===== src/source/fdc_pkg.sv =====
package fdc_pkg;

   // Register layout served on the cartridge bus
   typedef enum logic [1:0] {
      MODEL_PHILIPS  = 2'd0,
      MODEL_NATIONAL = 2'd1
   } fdc_model_t;

   // Drive selected by the control latch
   typedef enum logic [1:0] {
      DRIVE_NONE = 2'd0,
      DRIVE_A    = 2'd1,
      DRIVE_B    = 2'd2
   } drive_t;

   // One control byte, read through the layout that wrote it
   typedef union packed {
      struct packed {
         logic       motor;
         logic [4:0] spare;
         logic [1:0] drive_sel;
      } philips;
      struct packed {
         logic [3:0] spare;
         logic       motor;
         logic       side;
         logic [1:0] drive_code;
      } national;
   } ctrl_byte_u;

   // Command groups recognized from the upper nibble of the command byte
   typedef enum logic [2:0] {
      CMD_RESTORE   = 3'd0,
      CMD_SEEK      = 3'd1,
      CMD_STEP_IN   = 3'd2,
      CMD_STEP_OUT  = 3'd3,
      CMD_FORCE_INT = 3'd4,
      CMD_OTHER     = 3'd5
   } cmd_t;

   // Controller register indices on address bits 1..0
   localparam logic [1:0] WD_REG_STATUS_CMD = 2'd0;
   localparam logic [1:0] WD_REG_TRACK      = 2'd1;
   localparam logic [1:0] WD_REG_SECTOR     = 2'd2;
   localparam logic [1:0] WD_REG_DATA       = 2'd3;

   // Offsets of the extra ports inside the Philips window
   localparam logic [2:0] PHILIPS_SIDE_OFS   = 3'd4;
   localparam logic [2:0] PHILIPS_DRIVE_OFS  = 3'd5;
   localparam logic [2:0] PHILIPS_STATUS_OFS = 3'd7;

   // Upper address bits that mark each window at the top of the page
   localparam logic [10:0] PHILIPS_AREA_TAG  = 11'h7FF;
   localparam logic [6:0]  NATIONAL_AREA_TAG = 7'h7F;

   // Step timing in bus clock cycles
   localparam int unsigned STEP_PULSE_CYCLES  = 4;
   localparam int unsigned STEP_PERIOD_CYCLES = 32;
   localparam int unsigned RESTORE_LIMIT      = 255;

   // Bit 2 of the drive register always reads back as zero
   localparam logic [7:0] DRIVE_MASK = 8'hFB;

   // Sequencer state codes
   localparam logic [1:0] SEQ_IDLE  = 2'd0;
   localparam logic [1:0] SEQ_CHECK = 2'd1;
   localparam logic [1:0] SEQ_PULSE = 2'd2;
   localparam logic [1:0] SEQ_GAP   = 2'd3;

endpackage


===== src/source/fdc_access_if.sv =====
`timescale 1ns/100ps

interface fdc_access_if;

   // Controller register window hit (address bit 2 low)
   logic       wd_sel;
   // Bus strobes, already qualified by cs, mreq and an area hit
   logic       rd;
   logic       wr;
   logic [2:0] reg_ofs;
   logic [7:0] wdata;
   // Area flags, qualified by cs and mreq
   logic       philips_area;
   logic       national_area;
   // Latch write strobes, each a single cycle
   logic       side_wr;
   logic       drive_wr;
   logic       national_ctrl_wr;
   // National status port read
   logic       status_rd;

   modport decode (
      output wd_sel, rd, wr, reg_ofs, wdata, philips_area, national_area,
      output side_wr, drive_wr, national_ctrl_wr, status_rd
   );

   modport core (
      input wd_sel, rd, wr, reg_ofs, wdata
   );

   modport latch (
      input side_wr, drive_wr, national_ctrl_wr, wdata
   );

   modport mux (
      input wd_sel, rd, reg_ofs, philips_area, national_area, status_rd
   );

endinterface


===== src/source/fdc_bus_decode.sv =====
`timescale 1ns/100ps

module fdc_bus_decode
   import fdc_pkg::*;
(
   input  logic              cpu_bus,
   input  fdc_model_t        model,
   input  logic              cs,
   input  logic              mreq,
   input  logic              rd,
   input  logic              wr,
   input  logic [13:0]       addr,
   input  logic [7:0]        wdata,
   fdc_access_if.decode      acc
);

   logic philips_hit;
   logic national_hit;
   logic bus_cycle;
   logic device_cs;

   // Philips keeps its eight registers in the last 8 bytes of the page
   assign philips_hit  = (addr[13:3] == PHILIPS_AREA_TAG) && (model == MODEL_PHILIPS);
   // National decodes a 128 byte window and mirrors its ports inside it
   assign national_hit = (addr[13:7] == NATIONAL_AREA_TAG) && (model == MODEL_NATIONAL);

   assign bus_cycle = cs && mreq;
   assign device_cs = bus_cycle && (philips_hit || national_hit);

   assign acc.philips_area  = bus_cycle && philips_hit;
   assign acc.national_area = bus_cycle && national_hit;

   // The controller owns the lower half of either window
   assign acc.wd_sel  = device_cs && !addr[2];
   assign acc.rd      = device_cs && rd;
   assign acc.wr      = device_cs && wr;
   assign acc.reg_ofs = addr[2:0];
   assign acc.wdata   = wdata;

   // Philips side and drive latches sit at fixed offsets in the upper half
   assign acc.side_wr  = acc.philips_area && wr && (addr[2:0] == PHILIPS_SIDE_OFS);
   assign acc.drive_wr = acc.philips_area && wr && (addr[2:0] == PHILIPS_DRIVE_OFS);

   // National has a single control byte for writes and a status byte for reads
   // anywhere in the upper half
   assign acc.national_ctrl_wr = acc.national_area && wr && addr[2];
   assign acc.status_rd        = acc.national_area && rd && addr[2];

   // The CPU never reads and writes in the same cycle
   rd_wr_exclusive_a: assert property (@(posedge cpu_bus) !(rd && wr))
      else $error("rd and wr both high on the CPU bus");

endmodule


===== src/source/fdc_drive_latch.sv =====
`timescale 1ns/100ps

module fdc_drive_latch
   import fdc_pkg::*;
(
   input  logic         cpu_bus,
   input  logic         arst_n,
   fdc_access_if.latch  acc,
   output logic [7:0]   side_reg,
   output logic [7:0]   drive_reg,
   output drive_t       drive,
   output logic         side,
   output logic         motor
);

   ctrl_byte_u ctrl;
   drive_t     philips_drive;
   drive_t     national_drive;

   // The same data byte, seen through either layout
   assign ctrl = acc.wdata;

   // Philips drive code, where codes 0 and 2 both pick drive A
   always_comb begin
      case (ctrl.philips.drive_sel)
         2'd0, 2'd2: philips_drive = DRIVE_A;
         2'd1:       philips_drive = DRIVE_B;
         default:    philips_drive = DRIVE_NONE;
      endcase
   end

   // National drive code is one-hot in the low two bits
   always_comb begin
      case (ctrl.national.drive_code)
         2'd1:    national_drive = DRIVE_A;
         2'd2:    national_drive = DRIVE_B;
         default: national_drive = DRIVE_NONE;
      endcase
   end

   always_ff @(posedge cpu_bus or negedge arst_n) begin
      if (!arst_n) begin
         side_reg  <= 8'd0;
         drive_reg <= 8'd0;
         drive     <= DRIVE_A;
         side      <= 1'b0;
         motor     <= 1'b0;
      end else begin
         // Philips side register, only bit 0 reaches the drive
         if (acc.side_wr) begin
            side_reg <= acc.wdata;
            side     <= acc.wdata[0];
         end
         // Philips drive register keeps the whole byte for readback
         if (acc.drive_wr) begin
            drive_reg <= acc.wdata;
            drive     <= philips_drive;
            motor     <= ctrl.philips.motor;
         end
         // National packs drive, side and motor into one byte
         if (acc.national_ctrl_wr) begin
            drive <= national_drive;
            side  <= ctrl.national.side;
            motor <= ctrl.national.motor;
         end
      end
   end

endmodule


===== src/source/fdc_command_core.sv =====
`timescale 1ns/100ps

module fdc_command_core
   import fdc_pkg::*;
(
   input  logic        cpu_bus,
   input  logic        arst_n,
   fdc_access_if.core  acc,
   input  logic        track0_n,
   input  logic        ready_n,
   input  logic        wprot_n,
   output logic        step_n,
   output logic        dir_n,
   output logic [7:0]  wd_rdata,
   output logic        intrq
);

   // Group a command byte by its upper nibble, as on the WD279x
   function automatic cmd_t classify(input logic [3:0] op);
      casez (op)
         4'b0000: classify = CMD_RESTORE;
         4'b0001: classify = CMD_SEEK;
         4'b010?: classify = CMD_STEP_IN;
         4'b011?: classify = CMD_STEP_OUT;
         4'b1101: classify = CMD_FORCE_INT;
         default: classify = CMD_OTHER;
      endcase
   endfunction

   logic [1:0]  seq_state;
   cmd_t        cmd_q;
   cmd_t        cmd_new;
   logic [7:0]  track_reg;
   logic [7:0]  sector_reg;
   logic [7:0]  data_reg;
   logic [7:0]  status;
   logic [7:0]  step_cnt;
   logic [$clog2(STEP_PERIOD_CYCLES)-1:0] timer;
   logic [1:0]  reg_idx;
   logic        busy;
   logic        seek_err;
   logic        step_q;
   logic        dir_in;
   logic        cmd_wr;
   logic        status_rd;
   logic        seek_in;
   logic        check_step;
   logic        step_dir_in;

   assign reg_idx   = acc.reg_ofs[1:0];
   assign cmd_wr    = acc.wr && acc.wd_sel && (reg_idx == WD_REG_STATUS_CMD);
   assign status_rd = acc.rd && acc.wd_sel && (reg_idx == WD_REG_STATUS_CMD);
   assign cmd_new   = classify(acc.wdata[7:4]);
   assign busy      = (seq_state != SEQ_IDLE);
   assign seek_in   = (data_reg > track_reg);
   assign step_n    = !step_q;
   assign dir_n     = !dir_in;

   // Type I status: not ready, write protect, seek error, track 0 and busy
   assign status = {ready_n, !wprot_n, 1'b0, seek_err, 1'b0, !track0_n, 1'b0, busy};

   always_comb begin
      case (reg_idx)
         WD_REG_STATUS_CMD: wd_rdata = status;
         WD_REG_TRACK:      wd_rdata = track_reg;
         WD_REG_SECTOR:     wd_rdata = sector_reg;
         default:           wd_rdata = data_reg;
      endcase
   end

   // Decide between another step and the end of the command
   always_comb begin
      check_step  = 1'b0;
      step_dir_in = 1'b0;
      case (cmd_q)
         CMD_RESTORE: begin
            check_step = track0_n && (step_cnt != RESTORE_LIMIT);
         end
         CMD_SEEK: begin
            check_step  = (track_reg != data_reg);
            step_dir_in = seek_in;
         end
         CMD_STEP_IN: begin
            check_step  = (step_cnt == 8'd0);
            step_dir_in = 1'b1;
         end
         CMD_STEP_OUT: begin
            check_step = (step_cnt == 8'd0);
         end
         default: ;
      endcase
   end

   always_ff @(posedge cpu_bus or negedge arst_n) begin
      if (!arst_n) begin
         seq_state  <= SEQ_IDLE;
         cmd_q      <= CMD_OTHER;
         track_reg  <= 8'd0;
         sector_reg <= 8'd0;
         data_reg   <= 8'd0;
         step_cnt   <= 8'd0;
         timer      <= '0;
         seek_err   <= 1'b0;
         step_q     <= 1'b0;
         dir_in     <= 1'b0;
         intrq      <= 1'b0;
      end else begin
         // Reading status acknowledges the interrupt
         if (status_rd) begin
            intrq <= 1'b0;
         end
         if (acc.wr && acc.wd_sel) begin
            case (reg_idx)
               WD_REG_TRACK:  track_reg  <= acc.wdata;
               WD_REG_SECTOR: sector_reg <= acc.wdata;
               WD_REG_DATA:   data_reg   <= acc.wdata;
               default: ;
            endcase
         end
         case (seq_state)
            SEQ_CHECK: begin
               if (check_step) begin
                  // Seek and step move the track register with the head
                  if (cmd_q != CMD_RESTORE) begin
                     track_reg <= step_dir_in ? track_reg + 8'd1 : track_reg - 8'd1;
                  end
                  step_q    <= 1'b1;
                  dir_in    <= step_dir_in;
                  timer     <= '0;
                  step_cnt  <= step_cnt + 8'd1;
                  seq_state <= SEQ_PULSE;
               end else begin
                  if (cmd_q == CMD_RESTORE) begin
                     if (!track0_n) begin
                        track_reg <= 8'd0;
                     end else begin
                        seek_err <= 1'b1;
                     end
                  end
                  intrq     <= 1'b1;
                  seq_state <= SEQ_IDLE;
               end
            end
            SEQ_PULSE: begin
               timer <= timer + 1'b1;
               if (timer == STEP_PULSE_CYCLES - 1) begin
                  step_q    <= 1'b0;
                  seq_state <= SEQ_GAP;
               end
            end
            SEQ_GAP: begin
               // Leave one cycle for the check so steps start a full period apart
               timer <= timer + 1'b1;
               if (timer == STEP_PERIOD_CYCLES - 2) begin
                  seq_state <= SEQ_CHECK;
               end
            end
            default: ;
         endcase
         // Handled last so force interrupt wins over the running sequencer
         if (cmd_wr) begin
            if (cmd_new == CMD_FORCE_INT) begin
               step_q    <= 1'b0;
               intrq     <= 1'b1;
               seq_state <= SEQ_IDLE;
            end else if (!busy && cmd_new != CMD_OTHER) begin
               cmd_q     <= cmd_new;
               step_cnt  <= 8'd0;
               seek_err  <= 1'b0;
               intrq     <= 1'b0;
               seq_state <= SEQ_CHECK;
            end
         end
      end
   end

   // The head only moves while a command runs
   step_when_busy_a: assert property (@(posedge cpu_bus) disable iff (!arst_n)
      !step_n |-> busy)
      else $error("step pulse outside a command");

endmodule


===== src/source/fdc_read_mux.sv =====
`timescale 1ns/100ps

module fdc_read_mux
   import fdc_pkg::*;
(
   fdc_access_if.mux  acc,
   input  logic [7:0] wd_rdata,
   input  logic [7:0] side_reg,
   input  logic [7:0] drive_reg,
   input  logic       intrq,
   output logic [7:0] rdata,
   output logic       data_oe
);

   always_comb begin
      rdata   = 8'hFF;
      data_oe = 1'b0;
      if (acc.rd && acc.wd_sel) begin
         // Controller registers in either layout
         rdata   = wd_rdata;
         data_oe = 1'b1;
      end else if (acc.rd && acc.philips_area) begin
         case (acc.reg_ofs)
            PHILIPS_SIDE_OFS: begin
               rdata   = side_reg;
               data_oe = 1'b1;
            end
            PHILIPS_DRIVE_OFS: begin
               rdata   = drive_reg & DRIVE_MASK;
               data_oe = 1'b1;
            end
            PHILIPS_STATUS_OFS: begin
               // Without sector transfers DRQ never rises, so not-DRQ in bit 7 stays high
               rdata   = {1'b1, !intrq, 6'b111111};
               data_oe = 1'b1;
            end
            // Offset 6 is left floating on the bus
            default: ;
         endcase
      end else if (acc.status_rd) begin
         // National status has active high interrupt in bit 7 and not-DRQ in bit 6
         rdata   = {intrq, 1'b1, 6'b111111};
         data_oe = 1'b1;
      end
   end

endmodule


===== src/source/fdc_top.sv =====
`timescale 1ns/100ps

module fdc_top
   import fdc_pkg::*;
(
   input  logic        cpu_bus,
   input  logic        arst_n,
   input  fdc_model_t  model,
   input  logic        cs,
   input  logic        mreq,
   input  logic        rd,
   input  logic        wr,
   input  logic [13:0] addr,
   input  logic [7:0]  wdata,
   output logic [7:0]  rdata,
   output logic        data_oe,
   input  logic        track0_n,
   input  logic        ready_n,
   input  logic        wprot_n,
   output logic        step_n,
   output logic        dir_n,
   output logic        motor_n,
   output logic        side_n
);

   fdc_access_if acc_if ();

   logic [7:0] wd_rdata;
   logic [7:0] side_reg;
   logic [7:0] drive_reg;
   logic       intrq;
   drive_t     drive;
   logic       side;
   logic       motor;

   fdc_bus_decode decode_i (
      .cpu_bus (cpu_bus),
      .model   (model),
      .cs      (cs),
      .mreq    (mreq),
      .rd      (rd),
      .wr      (wr),
      .addr    (addr),
      .wdata   (wdata),
      .acc     (acc_if.decode)
   );

   fdc_drive_latch latch_i (
      .cpu_bus   (cpu_bus),
      .arst_n    (arst_n),
      .acc       (acc_if.latch),
      .side_reg  (side_reg),
      .drive_reg (drive_reg),
      .drive     (drive),
      .side      (side),
      .motor     (motor)
   );

   fdc_command_core core_i (
      .cpu_bus  (cpu_bus),
      .arst_n   (arst_n),
      .acc      (acc_if.core),
      .track0_n (track0_n),
      .ready_n  (ready_n),
      .wprot_n  (wprot_n),
      .step_n   (step_n),
      .dir_n    (dir_n),
      .wd_rdata (wd_rdata),
      .intrq    (intrq)
   );

   fdc_read_mux mux_i (
      .acc       (acc_if.mux),
      .wd_rdata  (wd_rdata),
      .side_reg  (side_reg),
      .drive_reg (drive_reg),
      .intrq     (intrq),
      .rdata     (rdata),
      .data_oe   (data_oe)
   );

   // Only drive A is wired to a motor line
   assign motor_n = !(motor && drive == DRIVE_A);
   assign side_n  = !side;

endmodule


===== config.mk =====
export PLATFORM = sky130hd
export DESIGN_NAME = fdc_top
export DESIGN_NICKNAME = d
export VERILOG_FILES = /design/src/source/fdc_pkg.sv /design/src/source/fdc_access_if.sv /design/src/source/fdc_bus_decode.sv /design/src/source/fdc_drive_latch.sv /design/src/source/fdc_command_core.sv /design/src/source/fdc_read_mux.sv /design/src/source/fdc_top.sv
export SDC_FILE = /design/constraint.sdc
export NUM_CORES = 1
export LEC_CHECK = 0
export ABC_CLOCK_PERIOD_IN_PS = 5500
export BUFFER_PORTS_ARGS = -buffer_cell sky130_fd_sc_hd__buf_2
export CORE_ASPECT_RATIO = 1.75
export CORE_UTILIZATION = 40
export DETAILED_ROUTE_END_ITERATION = 10
export GPL_ROUTABILITY_DRIVEN = 0
export PLACE_DENSITY = 0.6
export REMOVE_ABC_BUFFERS = 1
export SYNTH_ARGS = -nofsm -noshare
export SYNTH_HDL_FRONTEND = slang
export SYNTH_SLANG_ARGS = --single-unit

===== constraint.sdc =====
create_clock -name cpu_bus -period 5.5 [get_ports cpu_bus]
set_input_delay 0.55 -clock cpu_bus [delete_from_list [all_inputs] [get_ports cpu_bus]]
set_output_delay 0.55 -clock cpu_bus [all_outputs]
set_load 0.02 [all_outputs]

### Word level (Yosys, flattened, before mapping)

Index checks and enable logic that the tools add are counted.

| storage, ports and cells | value |
|---|---|
| register bits | 66 |
| latch bits | 0 |
| bits in writable memories | 0 |
| memory bits (read-only) | 0 |
| output and inout bits | 13 |
| memories kept | 0 |

| cells by class | value |
|---|---|
| add/sub/neg operators | 4 |
| $mul | 0 |
| divide/modulo/power cells | 0 |
| $lt $le $gt $ge | 1 |
| eq/ne operators | 29 |
| shifts and indexed selects | 0 |
| multiplexer cells | 60 |
| bitwise operators | 1 |
| reductions and logical operators | 54 |

Operator list:

| operator | count |
|---|---|
| two-way mux 8 bit | 16 |
| case mux 8 bit (3 select lines) | 2 |
| two-way mux 1 bit | 25 |
| logical AND 1 bit | 24 |
| adder 8 x 1 -> 8 bit, second input constant | 2 |
| two-way mux 2 bit | 8 |
| case mux 3 bit (5 select lines) | 1 |
| equality test 3 x 2 -> 1 bit, second input constant | 4 |
| equality test 3 bit, second input constant | 4 |
| equality test 11 bit, second input constant | 1 |
| equality test 2 x 1 -> 1 bit, second input constant | 5 |
| equality test 2 bit, second input constant | 5 |
| case mux 5 bit (2 select lines) | 1 |
| zero test 1 bit | 9 |
| > comparator 8 bit | 1 |
| zero test 8 bit | 1 |
| inequality test 8 bit | 1 |
| inequality test 8 bit, second input constant | 1 |
| case mux 2 bit (2 select lines) | 2 |
| AND reduction 2 bit | 4 |
| nonzero test 2 bit | 4 |
| subtractor 8 x 1 -> 8 bit, second input constant | 1 |
| equality test 7 bit, second input constant | 1 |
| zero test 2 bit | 3 |
| 20 further kinds | 23 |

### Longest topological paths before layout

| depth | value |
|---|---|
| depth in word-level cells | 13 |
| mapped depth | 13 |
| depth with buffers taken out | 13 |

### Hierarchy

A second synthesis with hierarchy kept.

| unflattened totals | value |
|---|---|
| cell total of the unflattened synthesis | 433 |
| area, all modules | 4434.3 sq um |

Modules (own cells, without submodules):

| module | instances | cells an instance | area an instance (sq um) | seq. area each (sq um) |
|---|---|---|---|---|
| fdc_command_core | 1 | 310 | 3059.2 | 1153.6 |
| fdc_drive_latch | 1 | 52 | 790.8 | 501.7 |
| fdc_read_mux | 1 | 40 | 297.8 | 0.0 |
| fdc_bus_decode | 1 | 29 | 275.3 | 0.0 |
| fdc_top | 1 | 2 | 11.3 | 0.0 |

### Worst setup path before layout

No wires, ideal clock.

| timing path | value |
|---|---|
| path type | register to register |
| from | register core_i.track_reg[5] |
| to | register core_i.track_reg[7] |
| library setup time | 0.122 ns |
| data arrival time | 3.093 ns |
| setup slack | 2.286 ns |
| cell stages (with the launch flop) | 13 |
| path buffers | 0 |
| period minus slack after synthesis | 3.214 ns |
| path through | dfrtp_1 -> inv_1 -> ha_1 -> a21oi_1 -> o21ai_0 -> or3_1 -> o221ai_1 -> ha_1 -> a21oi_1 -> o211ai_1 -> o41ai_1 -> xnor3_1 -> o2bb2ai_1 |

| on the way | value |
|---|---|
| word-level cells in the longest chain between the ends | 6 |
| elaborated cells between the ends (all ways) | 10 |
| those cells by class | add/sub: 2; order compare: 1; eq/ne: 1; mux: 6 |

Ends and longest elaborated chain:

| item | RTL line | source |
|---|---|---|
| start: declaration | fdc_command_core.sv:33 | `logic [7:0] track_reg;` |
| start signal: assignment | fdc_command_core.sv:114 | `WD_REG_TRACK: track_reg <= acc.wdata;` |
| start signal: assignment | fdc_command_core.sv:125 | `track_reg <= step_dir_in ? track_reg + 8'd1 : track_reg - 8'd1;` |
| > comparator 8 bit | fdc_command_core.sv:55 | `assign seek_in = (data_reg > track_reg);` |
| case mux 1 bit (2 select lines) | fdc_command_core.sv:75 | `case (cmd_q)` |
| two-way mux 8 bit | fdc_command_core.sv:125 |  |
| two-way mux 8 bit | fdc_command_core.sv:124 | `if (cmd_q != CMD_RESTORE) begin` |
| two-way mux 8 bit (*) | fdc_command_core.sv:122 | `if (check_step) begin` |
| two-way mux 8 bit (*) | fdc_command_core.sv:120 | `case (seq_state)` |

Mark *: on every way between the ends. The rest lies on a longest branch, timed or not.
A chain may end at the register's enable or synchronous reset.

### Worst setup path in the final report

Same ends and word-level chain as after synthesis.

==> impl_metrics.py <==
metrics = {
    "status": {
        "status": "complete, no violations",
    },
    "cells_and_area": {
        "stdcell_count": 576,
        "final_layout_size_suffix_gt1_share_pct": 22.4,
        "areaGrowthSynthToFinish_pct": 15.9,
        "finish.instance_area_mm2": 0.00464,
        "mostFrequentLayoutCell": "dfrtp_1",
        "num-nets-final": 503,
        "fill_cells": 930,
        "diodes": 0,
        "final_cell_mix": "62 x dfrtp_1, 45 x buf_2, 34 x inv_1, 34 x nand2_1, 31 x nor2_1",
    },
    "worst_setup_path": {
        "end_kind": "flip-flop",
        "reg2reg_to": "core_i.track_reg[7]$_DFF_PN0_",
        "required_ns": 5.71,
        "worstRegToRegCells": 12,
        "cp-start-kind": "flip-flop",
        "timing.critical_path.from": "core_i.track_reg[5]$_DFF_PN0_",
        "regToRegSetupSlack_ns": 1.85,
        "r2r-start": "core_i.track_reg[5]$_DFF_PN0_",
        "path_class": "reg -> reg",
        "cp_max_fo": 10,
        "critPathArrivalTime_ns": 3.86,
    },
    "timing": {
        "slew_violations": 0,
        "final.min_clock_period_ns": 3.65,
        "final_hold_viol_count": 0,
        "worstMarginPinSlew_ns": 1.06,
        "setup_slack_ns": 1.85,
        "max_freq_ghz": 0.274,
        "totalNegativeSetupSlack_ns": 0,
        "period_share_pct": 66.3,
        "fin_skew_ns": 0.00522,
        "rsz0062_at_grt": "false",
        "setup_viol": 0,
        "max-slew-margin-rel_pct": 29.4,
    },
    "synth": {
        "synth.largest_area_cell": "dfrtp_1",
        "synth_top_family_by_area": "simple AND/OR/NAND/NOR gates",
        "yosysUniqueCellTypes": 65,
        "netlist_instances": 402,
        "synth-simple-area-share_pct": 15.3,
        "synth_area_mm2": 0.00401,
        "avgSynthCellArea_um2": 9.97,
        "synth_xor_area_share_pct": 3.18,
        "synthArstFlopShare_pct": 100,
        "ys_ff_latch": 65,
        "yosysTopAreaCellShare_pct": 38.7,
        "synth_ff_type": "dfrtp_1",
        "synth_warnings": 0,
        "ys_top_cells_by_area": "dfrtp_1 39%, ha_1 7.2%, mux2_2 6.5%",
        "synth_fa_ha_area_share_pct": 7.68,
        "synth_compound_area_share_pct": 14.7,
        "synth-edff-count": 0,
        "muxShareOfSynthArea_pct": 13.8,
        "yosysSeqAreaShare_pct": 40.7,
    },
    "placed_design": {
        "dp_cells": 560,
        "place_area_mm2": 0.00433,
        "dp_slack_ns": 1.82,
        "portBuffers": 45,
        "detailed_place_hpwl_um": 7430,
    },
    "global_route": {
        "grt_max_degree": 66,
        "grt_pass1_vias": 3231,
        "antenna_found_initial": 0,
        "grt-ovfl-total": 0,
        "grt_pass1_wl_um": 16300,
        "grt_util_all_layers_pct": 20.9,
    },
    "routing": {
        "drtIter0Drc": 177,
        "dr.pass1.iters": 4,
        "wire_per_inst_um": 17.5,
        "drcViolationCount": 0,
        "ant_nets": 0,
        "vias": 3228,
        "wl_um": 10100,
        "vias_per_cell": 5.60,
    },
    "power_and_ir_drop": {
        "seq_power_share_pct": 40.8,
        "leakagePower_nw": 2.30,
        "power.share.clock_pct": 45.8,
        "netSwitchingPower_mw": 0.338,
        "power.total_mw": 1.29,
        "swShare_pct": 26.1,
        "vdd_ir_drop_max_v": 0.000167,
        "p_per_area_mw_per_mm2": 279,
        "p_int_mw": 0.956,
        "comb_power_share_pct": 13.3,
    },
    "die": {
        "rows": 48,
        "core_area_mm2": 0.00979,
        "initial_core_util_pct": 40.9,
        "die_h_um": 134,
        "ios": 46,
        "dieArea_mm2": 0.0104,
        "die_width_um": 77.7,
    },
    "min_path": {
        "hp-class": "in -> async",
    },
    "clock_tree": {
        "cts_buffers": 9,
        "postCtsSetupBuffers": 0,
        "cts_resized": 0,
        "cts-root-buf": "clkbuf_16",
        "clkSlewWorstSetupHoldPaths_ns": 0.05,
        "htreeDepth": 3,
        "cts_tree": "yes",
        "postCtsHoldBufs": 0,
        "insertion_delay_ns": 0.33,
        "clock_path_buffers": 2,
        "cts.sinks": 65,
    },
    "flow_run": {
        "max_cap_viol_count": 0,
    },
}
worst max-delay path by stage:
stage	cells after the start	slack (ns)	end
after floorplan	12	2.28	core_i.track_reg[7]$_DFF_PN0_
after global placement	12	1.93	core_i.track_reg[7]$_DFF_PN0_
after detailed placement	12	1.82	core_i.track_reg[7]$_DFF_PN0_
after CTS	12	1.82	core_i.track_reg[7]$_DFF_PN0_
after global routing	12	1.58	core_i.track_reg[7]$_DFF_PN0_
final	12	1.85	core_i.track_reg[7]$_DFF_PN0_
synthesized netlist by cell type, types with 6 or more instances:
library cell	instances
a21oi_1	16
ha_1	23
nand4_1	8
nand3_1	9
mux2_2	23
o21ai_0	29
mux2i_1	18
nand2_1	34
xor2_1	6
dfrtp_1	62
xnor2_1	6
nor2_1	31
inv_1	34
clkbuf_1	7
nor3_1	6
layout make-up:
class | instances | area (um2) | share of cell area (%)
clock buffers | 14 | 274 | 5.90
clock inverters | 2 | 35.0 | 0.755
inverters | 34 | 128 | 2.75
multi-input cells | 290 | 2190 | 47.1
flip-flops and latches | 65 | 1630 | 35.1
well taps | 125 | 156 | 3.37
repair buffers | 46 | 233 | 5.01
metrics by stage:
step	utilization, %	hold slack (ns)
3_3_place_gp	44.3	0.459
3_5_place_dp	44.3	0.470
6_report	47.4	0.397
5_1_grt	47.4	0.470
2_1_floorplan	-	0.254
4_1_cts	47.4	0.447
cell families (layout without fill, tap and decap cells):
group / after synthesis / after routing
AO/OA/AOI/OAI: 89 / 89
XOR/XNOR: 13 / 13
adder cells (fa/ha/maj): 24 / 24
buffers and inverters: 47 / 96
flip-flops: 65 / 65
multiplexers: 46 / 46
AND/OR/NAND/NOR: 118 / 118
routing by layer:
layer  vias up  GRT usage, %  share of wire (%)
li1       1542             -                  -
met2        61          37.9                 55
met1      1604          23.2                 40
met3        21          3.95                2.7
met4         0          9.22                2.8
met5         -             0                  0
power by group through the flow:
| stage | sequential [mW] | combinational (mW) | clock (mW) |
|---|---|---|---|
| after global placement | 0.535 | 0.168 | 0 |
| after floorplan | 0.529 | 0.108 | 0 |
| after detailed placement | 0.536 | 0.174 | 0 |
| final | 0.528 | 0.173 | 0.593 |
| after global routing | 0.532 | 0.197 | 0.625 |
| after CTS | 0.528 | 0.175 | 0.601 |
worst max-delay path: stages (launching register included):
cell       delay [ns]
dfrtp_1          0.40
inv_1            0.07
ha_1             0.29
a21oi_1          0.12
o21ai_0          0.10
or3_1            0.30
o221ai_1         0.82
ha_1             0.38
a21oi_1          0.18
o211ai_1         0.14
o41ai_1          0.34
xnor3_1          0.27
o2bb2ai_1        0.12
(Power assumes the default switching activity.)
